===== src/isa_pkg.sv =====
////////////////////
// instruction set of the execute subsystem
// 16-bit data, eight registers, 21-bit instruction word
// unknown opcodes execute as op_add
////////////////////

package isa_pkg;

   // register number and data word
   typedef logic [2:0]  reg_sel_t;
   typedef logic [15:0] word_t;

   // operation codes, 4 bits
   typedef enum logic [3:0] {
      op_add  = 4'd0,
      op_sub  = 4'd1,
      op_and  = 4'd2,
      op_xor  = 4'd3,
      op_sll  = 4'd4,
      op_srl  = 4'd5,
      op_addi = 4'd6,
      op_lbi  = 4'd7,
      op_halt = 4'd15
   } opcode_e;

   // one instruction as it arrives on the input stream
   typedef struct packed {
      opcode_e          op;
      reg_sel_t         rd;
      reg_sel_t         rs;
      reg_sel_t         rt;
      logic signed [7:0] imm;
   } instr_t;

endpackage


===== src/exec_pkg.sv =====
////////////////////
// pipeline control and result types
// a halt result has rd 0, value 0, zero 1, halt 1
////////////////////

package exec_pkg;

   import isa_pkg::*;

   // control state machine
   typedef enum logic [1:0] {
      st_run    = 2'd0,
      st_drain  = 2'd1,
      st_halted = 2'd2
   } ctrl_state_e;

   // record on the result stream
   typedef struct packed {
      reg_sel_t rd;
      word_t    value;
      logic     zero;
      logic     halt;
   } exec_result_t;

endpackage


===== src/alu.sv =====
////////////////////
// 16-bit ALU, wrap-around arithmetic
// shifts use b[3:0], immediates are sign-extended
////////////////////
`timescale 1ns/10ps

module alu
   import isa_pkg::*;
(
   input  opcode_e           op,
   input  word_t             a,
   input  word_t             b,
   input  logic signed [7:0] imm,
   output word_t             value,
   output logic              zero
);

   word_t    imm_ext;
   logic [3:0] shamt;

   assign imm_ext = {{8{imm[7]}}, imm};
   assign shamt   = b[3:0];

   always_comb begin
      case (op)
         op_add: begin
            value = a + b;
         end
         op_sub: begin
            value = a - b;
         end
         op_and: begin
            value = a & b;
         end
         op_xor: begin
            value = a ^ b;
         end
         op_sll: begin
            value = a << shamt;
         end
         op_srl: begin
            // logical, zeros shifted in
            value = a >> shamt;
         end
         op_addi: begin
            value = a + imm_ext;
         end
         op_lbi: begin
            value = imm_ext;
         end
         default: begin
            // halt and unused codes fall back to add
            value = a + b;
         end
      endcase
   end

   assign zero = (value == '0);

endmodule


===== src/exec_ctrl.sv =====
////////////////////
// stage-2 register, hazard stall, write commit, halt
// registers change only when their result is taken
// after halt, no intake until reset
////////////////////
`timescale 1ns/10ps

module exec_ctrl
   import isa_pkg::*;
   import exec_pkg::*;
#(
   parameter bit WRITE_THROUGH = 1'b1
) (
   input  logic         clk,
   input  logic         reset,
   input  logic         in_valid,
   output logic         in_ready,
   input  instr_t       in_instr,
   input  word_t        rs_data,
   input  word_t        rt_data,
   output instr_t       ex_instr,
   output word_t        ex_a,
   output word_t        ex_b,
   input  word_t        alu_value,
   input  logic         alu_zero,
   output logic         out_valid,
   input  logic         out_ready,
   output exec_result_t out_result,
   output logic         wr_en,
   output reg_sel_t     wr_sel,
   output word_t        wr_data
);

   ctrl_state_e state;
   logic        ex_valid;
   logic        run_en;
   logic        ex_is_halt;
   logic        ex_writes;
   logic        out_fire;
   logic        hazard;
   logic        accept;

   assign ex_is_halt = (ex_instr.op == op_halt);
   assign ex_writes  = ex_valid && !ex_is_halt;
   assign out_fire   = out_valid && out_ready;

   // stage 2 result not yet usable by the incoming read
   assign hazard = ex_writes
                   && (ex_instr.rd == in_instr.rs || ex_instr.rd == in_instr.rt)
                   && (!out_ready || !WRITE_THROUGH);

   assign in_ready = run_en && (state == st_run) && (!ex_valid || out_ready) && !hazard;
   assign accept   = in_valid && in_ready;

   // intake opens the cycle after reset is released
   always_ff @(posedge clk) begin
      if (reset) begin
         run_en <= 1'b0;
      end else begin
         run_en <= 1'b1;
      end
   end

   always_ff @(posedge clk) begin
      if (reset) begin
         ex_valid <= 1'b0;
      end else if (accept) begin
         ex_valid <= 1'b1;
      end else if (out_fire) begin
         ex_valid <= 1'b0;
      end
   end

   // payload and its operands load on acceptance
   always_ff @(posedge clk) begin
      if (accept) begin
         ex_instr <= in_instr;
         ex_a     <= rs_data;
         ex_b     <= rt_data;
      end
   end

   always_ff @(posedge clk) begin
      if (reset) begin
         state <= st_run;
      end else begin
         case (state)
            st_run: begin
               if (accept && in_instr.op == op_halt) begin
                  state <= st_drain;
               end
            end
            st_drain: begin
               // halt is the only item left in stage 2
               if (out_fire) begin
                  state <= st_halted;
               end
            end
            default: begin
               state <= st_halted;
            end
         endcase
      end
   end

   assign out_valid = ex_valid;

   always_comb begin
      if (ex_is_halt) begin
         out_result = '{rd: '0, value: '0, zero: 1'b1, halt: 1'b1};
      end else begin
         out_result = '{rd: ex_instr.rd, value: alu_value, zero: alu_zero, halt: 1'b0};
      end
   end

   // commit on the output handshake
   assign wr_en   = out_fire && !ex_is_halt;
   assign wr_sel  = ex_instr.rd;
   assign wr_data = alu_value;

   assert property (@(posedge clk) disable iff (reset)
      out_valid && !out_ready |=> out_valid && $stable(out_result));

   // stage 2 stays empty once halted
   assert property (@(posedge clk) disable iff (reset)
      state == st_halted |-> !in_ready && !out_valid);

endmodule


===== src/exec_unit.sv =====
////////////////////
// two-stage register read and execute unit
// valid/ready streams in and out, one result per cycle
// WRITE_THROUGH=0 stalls on a same-cycle dependency
////////////////////
`timescale 1ns/10ps

module exec_unit
   import isa_pkg::*;
   import exec_pkg::*;
#(
   parameter bit WRITE_THROUGH = 1'b1
) (
   input  logic         clk,
   input  logic         reset,
   input  logic         in_valid,
   output logic         in_ready,
   input  instr_t       in_instr,
   output logic         out_valid,
   input  logic         out_ready,
   output exec_result_t out_result
);

   word_t    rs_data;
   word_t    rt_data;
   instr_t   ex_instr;
   word_t    ex_a;
   word_t    ex_b;
   word_t    alu_value;
   logic     alu_zero;
   logic     wr_en;
   reg_sel_t wr_sel;
   word_t    wr_data;

   exec_ctrl #(
      .WRITE_THROUGH(WRITE_THROUGH)
   ) i_exec_ctrl (
      .clk       (clk),
      .reset     (reset),
      .in_valid  (in_valid),
      .in_ready  (in_ready),
      .in_instr  (in_instr),
      .rs_data   (rs_data),
      .rt_data   (rt_data),
      .ex_instr  (ex_instr),
      .ex_a      (ex_a),
      .ex_b      (ex_b),
      .alu_value (alu_value),
      .alu_zero  (alu_zero),
      .out_valid (out_valid),
      .out_ready (out_ready),
      .out_result(out_result),
      .wr_en     (wr_en),
      .wr_sel    (wr_sel),
      .wr_data   (wr_data)
   );

   // stage 1 read straight from the incoming instruction
   rf #(
      .WRITE_THROUGH(WRITE_THROUGH)
   ) i_rf (
      .clk     (clk),
      .reset   (reset),
      .rd_sel1 (in_instr.rs),
      .rd_sel2 (in_instr.rt),
      .rd_data1(rs_data),
      .rd_data2(rt_data),
      .wr_en   (wr_en),
      .wr_sel  (wr_sel),
      .wr_data (wr_data)
   );

   alu i_alu (
      .op   (ex_instr.op),
      .a    (ex_a),
      .b    (ex_b),
      .imm  (ex_instr.imm),
      .value(alu_value),
      .zero (alu_zero)
   );

endmodule


===== src/rf.sv =====
////////////////////
// eight 16-bit registers, two async reads, one write
// WRITE_THROUGH=1 forwards same-cycle write data to reads
// all registers clear on reset
////////////////////
`timescale 1ns/10ps

module rf
   import isa_pkg::*;
#(
   parameter bit WRITE_THROUGH = 1'b1
) (
   input  logic     clk,
   input  logic     reset,
   input  reg_sel_t rd_sel1,
   input  reg_sel_t rd_sel2,
   output word_t    rd_data1,
   output word_t    rd_data2,
   input  logic     wr_en,
   input  reg_sel_t wr_sel,
   input  word_t    wr_data
);

   word_t regs [8];

   always_ff @(posedge clk) begin
      if (reset) begin
         for (int i = 0; i < 8; i++) begin
            regs[i] <= '0;
         end
      end else if (wr_en) begin
         regs[wr_sel] <= wr_data;
      end
   end

   // read ports, with optional bypass of the write in progress
   always_comb begin
      rd_data1 = regs[rd_sel1];
      rd_data2 = regs[rd_sel2];
      if (WRITE_THROUGH && wr_en) begin
         if (wr_sel == rd_sel1) begin
            rd_data1 = wr_data;
         end
         if (wr_sel == rd_sel2) begin
            rd_data2 = wr_data;
         end
      end
   end

   // a write must name a known register
   assert property (@(posedge clk) disable iff (reset)
      wr_en |-> !$isunknown(wr_sel));

endmodule

===== config.mk =====
export PLATFORM = sky130hd
export DESIGN_NAME = exec_unit
export DESIGN_NICKNAME = d
export VERILOG_FILES = /design/src/isa_pkg.sv /design/src/exec_pkg.sv /design/src/alu.sv /design/src/exec_ctrl.sv /design/src/exec_unit.sv /design/src/rf.sv
export SDC_FILE = /design/constraint.sdc
export NUM_CORES = 1
export LEC_CHECK = 0
export BUFFER_PORTS_ARGS = -buffer_cell sky130_fd_sc_hd__clkbuf_2
export CAP_MARGIN = 15
export CORE_MARGIN = 1.5
export CORE_UTILIZATION = 55
export CTS_CLUSTER_SIZE = 14
export DETAILED_ROUTE_END_ITERATION = 6
export GPL_ROUTABILITY_DRIVEN = 0
export PLACE_DENSITY = 0.71
export SLEW_MARGIN = 15
export SYNTH_ARGS = -nofsm -noshare
export SYNTH_HDL_FRONTEND = slang
export SYNTH_SLANG_ARGS = --single-unit

===== constraint.sdc =====
create_clock -name clk -period 9.9 [get_ports clk]
set_input_delay 0 -clock clk [delete_from_list [all_inputs] [get_ports clk]]
set_output_delay 0 -clock clk [all_outputs]
set_load 0.01 [all_outputs]

==> results.py, run 1 <==
metrics = {
    "power_and_ir_drop": {
        "powerDensity_nw_per_um2": 145.3,
        "vdd_ir_drop_max_uv": 117.1,
        "cellLeakagePower_uw": 0.004850,
    },
    "drt": {
        "drc": 1,
        "final_antenna_net_count": 0,
        "wirelength_um": 33930,
        "wl_per_cell_um": 24.03,
        "drt_iter0_drc": 1070,
        "dr.pass1.iters": 7,
        "detailroute.via_count": 9346,
        "viasPerCell": 6.619,
    },
    "layout": {
        "insertedDiodeCount": 0,
        "drive_gt1_share_pct": 20.23,
        "final_common_cell": "nor2_1",
        "mostFrequentLayoutCells": "209 x nor2_1, 175 x edfxtp_1, 89 x nand2_1",
        "syn2layout_area_growth_pct": 8.929,
        "fin_nets": 1181,
    },
    "worst_setup_path": {
        "slowest_stage": "a2111oi_4",
        "worst-path-max-fanout": 42,
        "cp-startpoint": "i_exec_ctrl.ex_b[0]",
        "r2r_start": "i_exec_ctrl.ex_b[0]",
        "cp.required_ps": 9900,
        "slowest_delay_ps": 750,
        "path_class": "reg2out",
        "startpoint_type": "register",
        "arrival_ps": 6180,
        "cpMostUsedCell": "or3_1",
        "crit_chain": "buf_4 -> inv_1 -> ha_1 -> nand2_1 -> or3_1 -> or3_1 -> or3_1 -> or2_1 -> or4_1 -> a221o_1 -> ha_1 -> a31oi_1 -> xnor2_1 -> a2111oi_4 -> nand3_1 -> o21ai_1 -> clkbuf_2",
        "critPathCaptureType": "output port",
    },
    "timing": {
        "period_needed_ps": 6176,
        "maxSlewHeadroom_pct": 25.33,
        "drv_slew": 0,
        "fin_tns_setup_ps": 0,
        "fmax_mhz": 161.9,
        "rsz0062_at_grt": "no",
        "finClkSkew_ps": 12.73,
        "hold_violations": 0,
        "timing.final.crit_share_pct": 62.38,
        "setup_viol_count_final": 0,
        "holdWs_ps": 280.5,
        "tightest_slew_ps": 1117,
    },
    "synth": {
        "seq_area_frac_synth_pct": 44.22,
        "synth-seq-cells": 179,
        "synth_nets": 1168,
        "synth_area_per_cell_um2": 10.91,
        "synth.distinct_cells": 71,
        "synth_top_area_share_pct": 43.55,
        "synth_area_leaders": "edfxtp_1 44%, mux4_2 14%, nor2_1 6.5%, mux2_2 4.5%, ha_1 3.7%",
        "synth_flop_cell": "edfxtp_1",
        "syn_inst": 1106,
        "async_reset_ff_share_pct": 0,
        "syn_area_um2": 12070,
        "synth_edf_count": 175,
        "ys.warnings.count": 0,
        "yosysTopAreaCell": "edfxtp_1",
    },
    "clock_tree": {
        "post_cts_resized": 0,
        "postCtsSetupRepairBufs": 0,
        "cts_tree": "done",
        "clk_latency_ps": 440,
        "cts.sinks": 179,
        "cts_max_level": 4,
        "cts_made_buffers": 17,
        "clockBufferDepth": 2,
        "clkTransAtPathRegs_ps": 70,
        "ctsHoldBuffers": 19,
        "cts-root-buf": "clkbuf_16",
    },
    "grt": {
        "grt_use_total_pct": 30.95,
        "gr-total-overflow": 0,
        "grt_max_degree": 59,
        "grt_pass1_vias": 8981,
        "grt_pass1_wl_um": 51830,
        "antenna_found_initial": 0,
    },
    "worst_hold_path": {
        "hold_path_class": "in2reg",
        "min-delay-start": "in_instr[14]",
    },
    "place": {
        "port_buffers": 47,
        "hpwl_um": 22120,
    },
    "die": {
        "die_area_um2": 22830,
        "num_rows": 54,
        "fp.dieW_um": 151.1,
        "core_um2": 21690,
        "die_y_um": 151.1,
        "ios": 48,
        "initial_core_util_pct": 55.63,
    },
    "flow_run": {
        "max_cap_violations": 0,
    },
    "status": {
        "status": "complete, but fails checks",
        "violations": "DRC",
    },
}
## critical path: cells and delay by family, from the launching register on
family                   cells  cell delay, ps
AO/OA/AOI/OAI                4            1510
flip-flops                   1             360
AND/OR/NAND/NOR              7            1980
adder cells (fa/ha/maj)      2             640
XOR/XNOR                     1             130
buffers and inverters        3            1090
## synthesized netlist by cell type (all sizes together), types with 4 or more instances
| library cell | n |
|---|---|
| nor4 | 7 |
| nor2 | 209 |
| buf | 22 |
| and3 | 4 |
| a31oi | 6 |
| mux2i | 27 |
| edfxtp | 175 |
| a2bb2oi | 4 |
| o311ai | 4 |
| nand3 | 18 |
| a22oi | 4 |
| nand3b | 5 |
| a21oi | 30 |
| a211oi | 11 |
| xnor2 | 12 |
| clkbuf | 68 |
| o211ai | 11 |
| or2 | 5 |
| mux4 | 76 |
| o21ai | 72 |
| nand2 | 89 |
| a211o | 4 |
| o22ai | 4 |
| o21a | 7 |
| or3 | 6 |
| a221oi | 7 |
| nand2b | 13 |
| inv | 15 |
| a221o | 8 |
| and2 | 7 |
| nor2b | 10 |
| mux2 | 48 |
| nor3 | 25 |
| dfxtp | 4 |
| ha | 36 |
| or4 | 5 |
| nand4 | 7 |
## cells by family after synthesis
family          share of synthesized area, %
buf+inv                                3.505
simple gates                           15.52
flops                                  44.22
xor+xnor                              0.8711
mux                                    20.91
fa+ha+maj                              3.899
compound gates                         11.08
## metrics by stage
stage / setup WS [ps] / instances / util (%) / instance area, um^2 / total power [uW]
2_1_floorplan: 4624 / 1106 / - / 12070 / 1183
3_3_place_gp: 4300 / 1361 / 57.34 / 12440 / 1297
3_5_place_dp: 4213 / 1361 / 57.34 / 12440 / 1304
4_1_cts: 3743 / 1412 / 60.60 / 13140 / 1906
5_1_grt: 3404 / 1412 / 60.60 / 13140 / 1977
6_report: 3724 / 1412 / 60.60 / 13140 / 1910
## power breakdown
group | internal (uW) | switching [uW] | leakage, uW | total (uW)
clock | 320 | 288 | 0.000258 | 608
sequential | 867 | 34.5 | 0.00180 | 901
combinational | 163 | 237 | 0.00279 | 400
total | 1350 | 560 | 0.00485 | 1910
## flip-flops by register name (all words and copies together), names as in the netlist
register and flops:
i_exec_ctrl.ex_instr 12, i_exec_ctrl.wr_sel 3, i_exec_ctrl.ex_a 16, i_exec_ctrl.state 2
i_exec_ctrl.out_valid 1, i_exec_ctrl.ex_b 16, i_exec_ctrl.run_en 1, i_rf.regs 128
## metal layers
layer	up-vias	global-route usage [%]	share of wire, %
met3	89	4.277	7.8
li1	4219	-	-
met5	-	0	0
met1	4555	41.10	40
met4	0	13.79	3.6
met2	483	50.96	49
## layout make-up
| class | count | area [um^2] |
|---|---|---|
| well taps | 280 | 350.3 |
| clock buffers | 19 | 432.9 |
| inverters | 16 | 60.06 |
| repair buffers | 84 | 560.5 |
| fillers | 1753 | 8546 |
| clock inverters | 13 | 83.83 |
| flip-flops and latches | 179 | 5335 |
| multi-input cells | 821 | 6320 |
## path summary, 6_finish.rpt
check	slack (ps)	cells after the start	to
worst max-delay path	3720	17	out_result[1]
worst min-delay path	280	2	i_exec_ctrl.wr_sel[0]
worst max register to register	4260	15	i_exec_ctrl.ex_a[15]
worst min register to register	480	1	i_exec_ctrl.state[0]
Note: power is estimated with default switching activity, not from simulation.
==> run 2: changes to the inputs <==
Settings changed: PLACE_DENSITY 0.71 to 0.74.
Clock period 9.9 ns to 5.6 ns, I/O delays scaled along.
==> run 2 against run 1 <==
Against the previous run: the flow now finishes without violations; routed wire length rose by 0.63%; first-iteration DRC count increased by 15%; largest power group unchanged; total power is 83% higher; cell count up 1.4%; non-clock buffer count increased by 20; worst hold slack better by 3.5 ps; sequential power is 76% higher; combinational power rose by 83%; critical path depth is the same.
==> results.py, run 2 (synthesis results as in run 1) <==
metrics = {
    "grt": {
        "grt_use_total_pct": 31.13,
        "grt_pass1_wl_um": 52100,
        "grt_pass1_vias": 9165,
        "antenna_found_initial": 0,
        "grt_max_degree": 58,
        "gr-total-overflow": 0,
    },
    "layout": {
        "insertedDiodeCount": 0,
        "num-fill-cells": 1699,
        "syn2layout_area_growth_pct": 10.72,
        "fin_nets": 1201,
        "drive_gt1_share_pct": 21.79,
        "final_cells": 1432,
        "multi_input_area_um2": 6320,
        "final_common_cell": "nor2_1",
        "largest_register_ffs": 128,
        "seq_area_um2": 5335,
        "final_util_pct": 61.60,
        "mostFrequentLayoutCells": "209 x nor2_1, 175 x edfxtp_1, 89 x nand2_1",
        "largest_registers": "i_rf.regs x128, i_exec_ctrl.ex_a x16, i_exec_ctrl.ex_b x16",
        "largest-register": "i_rf.regs",
    },
    "die": {
        "die_area_um2": 22830,
        "fp.dieW_um": 151.1,
        "die_y_um": 151.1,
        "core_um2": 21690,
        "initial_core_util_pct": 55.63,
        "num_rows": 54,
        "ios": 48,
    },
    "worst_hold_path": {
        "hold_path_class": "in2reg",
    },
    "timing": {
        "setup_slack_ps": 384.1,
        "hold_violations": 0,
        "drv_slew": 0,
        "timing.final.crit_share_pct": 93.14,
        "fin_tns_setup_ps": 0,
        "finClkSkew_ps": 8.398,
        "maxSlewHeadroom_pct": 32.62,
        "period_needed_ps": 5216,
        "setup_viol_count_final": 0,
        "tightest_slew_ps": 1011,
        "rsz0062_at_grt": "no",
        "fmax_mhz": 191.7,
    },
    "drt": {
        "final_antenna_net_count": 0,
        "detailroute.via_count": 9436,
        "drc": 0,
        "wirelength_um": 34150,
        "dr.pass1.iters": 5,
        "viasPerCell": 6.589,
        "wl_per_cell_um": 23.84,
        "drt_iter0_drc": 1235,
    },
    "clock_tree": {
        "cts-root-buf": "clkbuf_16",
        "clk_latency_ps": 430,
        "clockBufferDepth": 2,
        "cts.sinks": 179,
        "clkTransAtPathRegs_ps": 70,
        "post_cts_resized": 0,
        "cts_tree": "done",
        "cts_made_buffers": 17,
        "cts_max_level": 4,
    },
    "worst_setup_path": {
        "startpoint_type": "register",
        "worst-path-max-fanout": 17,
        "critPathCaptureType": "output port",
        "arrival_ps": 5220,
        "cp.required_ps": 5600,
        "path_class": "reg2out",
    },
    "place": {
        "place_ws_ps": 771.5,
        "port_buffers": 47,
        "hpwl_um": 22580,
        "dp_cells": 1378,
    },
    "flow_run": {
        "max_cap_violations": 0,
    },
    "power_and_ir_drop": {
        "vdd_ir_drop_max_uv": 314.8,
        "powerDensity_nw_per_um2": 262.0,
        "cellLeakagePower_uw": 0.004963,
    },
    "status": {
        "status": "finished clean",
    },
}
-- run 2: cell type report --
type | instances | share of cell area (%)
clock buffer | 17 | 3.184
clock inverter | 15 | 1.152
inverter | 16 | 0.4496
multi-input combinational | 821 | 47.31
sequential | 179 | 39.94
tap | 280 | 2.622
timing repair buffer | 104 | 5.348
-- run 2: power breakdown --
part / internal [uW] / switching [uW] / total, uW
registers: 1530 / 60.7 / 1590
clock network: 661 / 514 / 1180
logic: 303 / 430 / 732
total: 2500 / 1000 / 3500
-- run 2: final timing paths --
kind / startpoint / end / slack [ps] / depth (start not counted)
worst min-delay path: in_instr[7] / i_exec_ctrl.ex_instr[7] / 280 / 2
worst max-delay path: i_exec_ctrl.ex_instr[18] / out_result[1] / 380 / 17
worst min register to register: i_exec_ctrl.state[1] / i_exec_ctrl.state[0] / 460 / 1
worst max register to register: i_exec_ctrl.ex_instr[18] / i_exec_ctrl.ex_a[14] / 910 / 15
-- run 2: routing by layer --
layer | global-route usage (%) | part of all wire [%]
met1 | 39.93 | 38
met2 | 53.06 | 50
met3 | 4.578 | 8.4
met4 | 12.91 | 3.4
met5 | 0 | 0
-- run 2: metrics by stage --
step / total power [uW] / cell area (um^2) / hold slack (ps)
floorplan: 2091 / 12070 / 72.38
global placement: 2305 / 12560 / 178.1
detailed placement: 2318 / 12560 / 178.8
CTS: 3489 / 13330 / 273.6
global route: 3620 / 13360 / 283.8
finish: 3500 / 13360 / 284.0
-- run 2: repair_timing --
action,in CTS,in global routing
endpoints found under the hold margin,19,0
endpoints found under the setup margin,0,1
hold buffers,19,0
setup buffers,0,2
-- run 2: critical path: stages (launching register included) --
cell      delay (ps)
edfxtp_1         590
or4b_2           760
nand2b_1         100
buf_4            170
nand2_1           70
a221o_1          290
ha_1             320
o21ai_0          180
a21oi_1          100
o41ai_1          540
o22ai_1          210
o41ai_1          370
mux2i_1          130
nor3_1           240
buf_4            230
nand4_1          100
o21ai_1          220
clkbuf_2         170
==> run 3: changes to the inputs <==
Settings changed: RECOVER_POWER set to 25, SYNTH_HIERARCHICAL set to 1.
==> run 3 against run 2 <==
Against the previous run: the run now ends with capacitance limit, slew limit left; maximum frequency is 3.2% lower; sequential share of layout area is 1.5 points lower; design area is 4.0% higher; register-to-register slack worse by 210 ps; worst setup slack worse by 170 ps; die area is 5.7% higher; via count is 3.3% lower; clock skew is 15 ps higher; routed wire length is 1.6% higher; worst hold slack worse by 16 ps; sequential power hardly changed; global-route usage is 1.6 points lower.
==> results.py, run 3 <==
metrics = {
    "layout": {
        "fin_nets": 1116,
        "largest_register_ffs": 128,
        "drive_gt1_share_pct": 19.51,
        "largest_registers": "i_rf/regs x128, i_exec_ctrl/ex_a x16, i_exec_ctrl/ex_b x16",
        "syn2layout_area_growth_pct": 8.791,
        "largest-register": "i_rf/regs",
        "num-fill-cells": 1734,
        "seq_area_um2": 5335,
        "multi_input_area_um2": 6882,
        "mostFrequentLayoutCells": "175 x edfxtp_1, 150 x and2_1, 60 x mux4_1",
        "final_common_cell": "edfxtp_1",
    },
    "timing": {
        "setup_viol_count_final": 0,
        "hold_violations": 0,
        "finClkSkew_ps": 23.14,
        "period_needed_ps": 5386,
        "tightest_slew_ps": 1887,
        "fmax_mhz": 185.7,
        "rsz0062_at_grt": "no",
        "maxSlewHeadroom_pct": -25.91,
        "timing.final.crit_share_pct": 96.18,
        "holdWs_ps": 267.9,
        "drv_slew": 99,
        "fin_tns_setup_ps": 0,
    },
    "synth": {
        "syn_inst": 1025,
        "syn_area_um2": 12770,
        "synth_area_per_cell_um2": 12.45,
        "ys.warnings.count": 6,
        "synth_nets": 1088,
    },
    "clock_tree": {
        "postCtsSetupRepairBufs": 0,
        "clkTransAtPathRegs_ps": 90,
        "clk_latency_ps": 440,
        "clockBufferDepth": 2,
        "cts_max_level": 4,
        "cts-root-buf": "clkbuf_16",
        "cts.sinks": 179,
        "cts_made_buffers": 17,
        "cts_tree": "done",
    },
    "drt": {
        "final_antenna_net_count": 0,
        "drt_iter0_drc": 1017,
        "dr.pass1.iters": 5,
        "viasPerCell": 6.750,
        "wl_per_cell_um": 25.66,
        "detailroute.via_count": 9126,
        "wirelength_um": 34690,
        "drc": 0,
    },
    "worst_hold_path": {
        "hold_path_class": "in2reg",
    },
    "flow_run": {
        "max_cap_violations": 4,
    },
    "die": {
        "die_area_um2": 24130,
        "core_um2": 22710,
        "ios": 48,
        "num_rows": 55,
        "die_y_um": 155.4,
        "fp.dieW_um": 155.4,
        "initial_core_util_pct": 56.21,
    },
    "worst_setup_path": {
        "critPathCaptureType": "output port",
        "path_class": "reg2out",
        "arrival_ps": 5390,
        "worst-path-max-fanout": 12,
        "cp.required_ps": 5600,
        "startpoint_type": "register",
    },
    "place": {
        "hpwl_um": 22260,
        "port_buffers": 47,
    },
    "grt": {
        "grt_pass1_vias": 9004,
        "grt_use_total_pct": 29.58,
        "gr-total-overflow": 0,
        "grt_max_degree": 48,
        "grt_pass1_wl_um": 52920,
        "antenna_found_initial": 0,
    },
    "power_and_ir_drop": {
        "p_switching_uw": 1067,
        "powerDensity_nw_per_um2": 254.9,
        "cellLeakagePower_uw": 0.005435,
        "p_sw_share_pct": 30.13,
        "sequentialPowerShare_pct": 44.7,
        "p_int_uw": 2474,
        "clockPowerShare_pct": 35.1,
        "vdd_ir_drop_max_uv": 378.0,
        "combinationalPowerShare_pct": 20.1,
    },
    "status": {
        "status": "complete, but fails checks",
        "violations": "capacitance limit, slew limit",
    },
}
run 3: layout make-up:
class / count / area share, %
Multi-Input combinational cell: 741 / 49.55
Clock inverter: 14 / 1.288
Sequential cell: 179 / 38.41
Clock buffer: 18 / 3.090
Antenna cell: 1 / 0.01802
Inverter: 18 / 0.4865
Timing Repair Buffer: 96 / 4.586
Tap cell: 285 / 2.568
run 3: power groups by stage:
stage               Combinational, uW  Sequential [uW]  Clock, uW
floorplan                         509             1590          0
global placement                  675             1610          0
detailed placement                681             1610          0
CTS                               698             1580       1250
global route                      760             1590       1300
finish                            712             1580       1240
run 3: path summary, 6_finish.rpt:
path	from	to	slack [ps]	cells past startpoint
max	i_exec_ctrl/ex_b[0]	out_result[1]	210	19
min reg2reg	i_exec_ctrl/run_en	i_exec_ctrl/out_valid	560	2
max reg2reg	i_exec_ctrl/ex_b[0]	i_exec_ctrl/ex_a[14]	700	17
min	in_instr[14]	i_exec_ctrl/wr_sel[0]	270	2
run 3: metal layers:
layer	up-vias	wire, um	track usage, %
met5	-	0	0
met4	0	1127	12.43
met3	84	3194	5.460
li1	4072	-	-
met2	489	16660	48.13
met1	4481	13700	39.23
run 3: what timing repair did:
| item | in CTS | in global routing |
|---|---|---|
| setup endpoints to repair | 0 | 1 |
| hold buffers | 20 | 0 |
| resized for setup | 0 | 2 |
| hold endpoints to repair | 19 | 0 |
run 3: through the flow:
stage / setup slack [ps] / instance area, um^2 / utilization [%] / instances / power [uW]
finish: 214.0 / 13890 / 61.16 / 1352 / 3540
detailed placement: 797.6 / 13080 / 57.61 / 1299 / 2292
global route: 15.89 / 13890 / 61.15 / 1351 / 3655
global placement: 852.6 / 13080 / 57.61 / 1299 / 2282
floorplan: 593.2 / 12770 / - / 1025 / 2094
CTS: 305.8 / 13890 / 61.17 / 1351 / 3534
run 3: critical path, stage by stage, from the launching register on:
cell,delay (ps)
edfxtp_1,400
inv_1,150
ha_1,220
nor3b_4,260
nand2_2,90
or3_1,370
or3_1,360
or2_1,250
or4_1,440
a221o_1,350
ha_1,290
nand2b_1,110
nor2_1,50
a21oi_1,170
o21ai_0,110
a211oi_1,240
nand2_1,400
nor4_4,420
nand2b_1,150
clkbuf_2,130
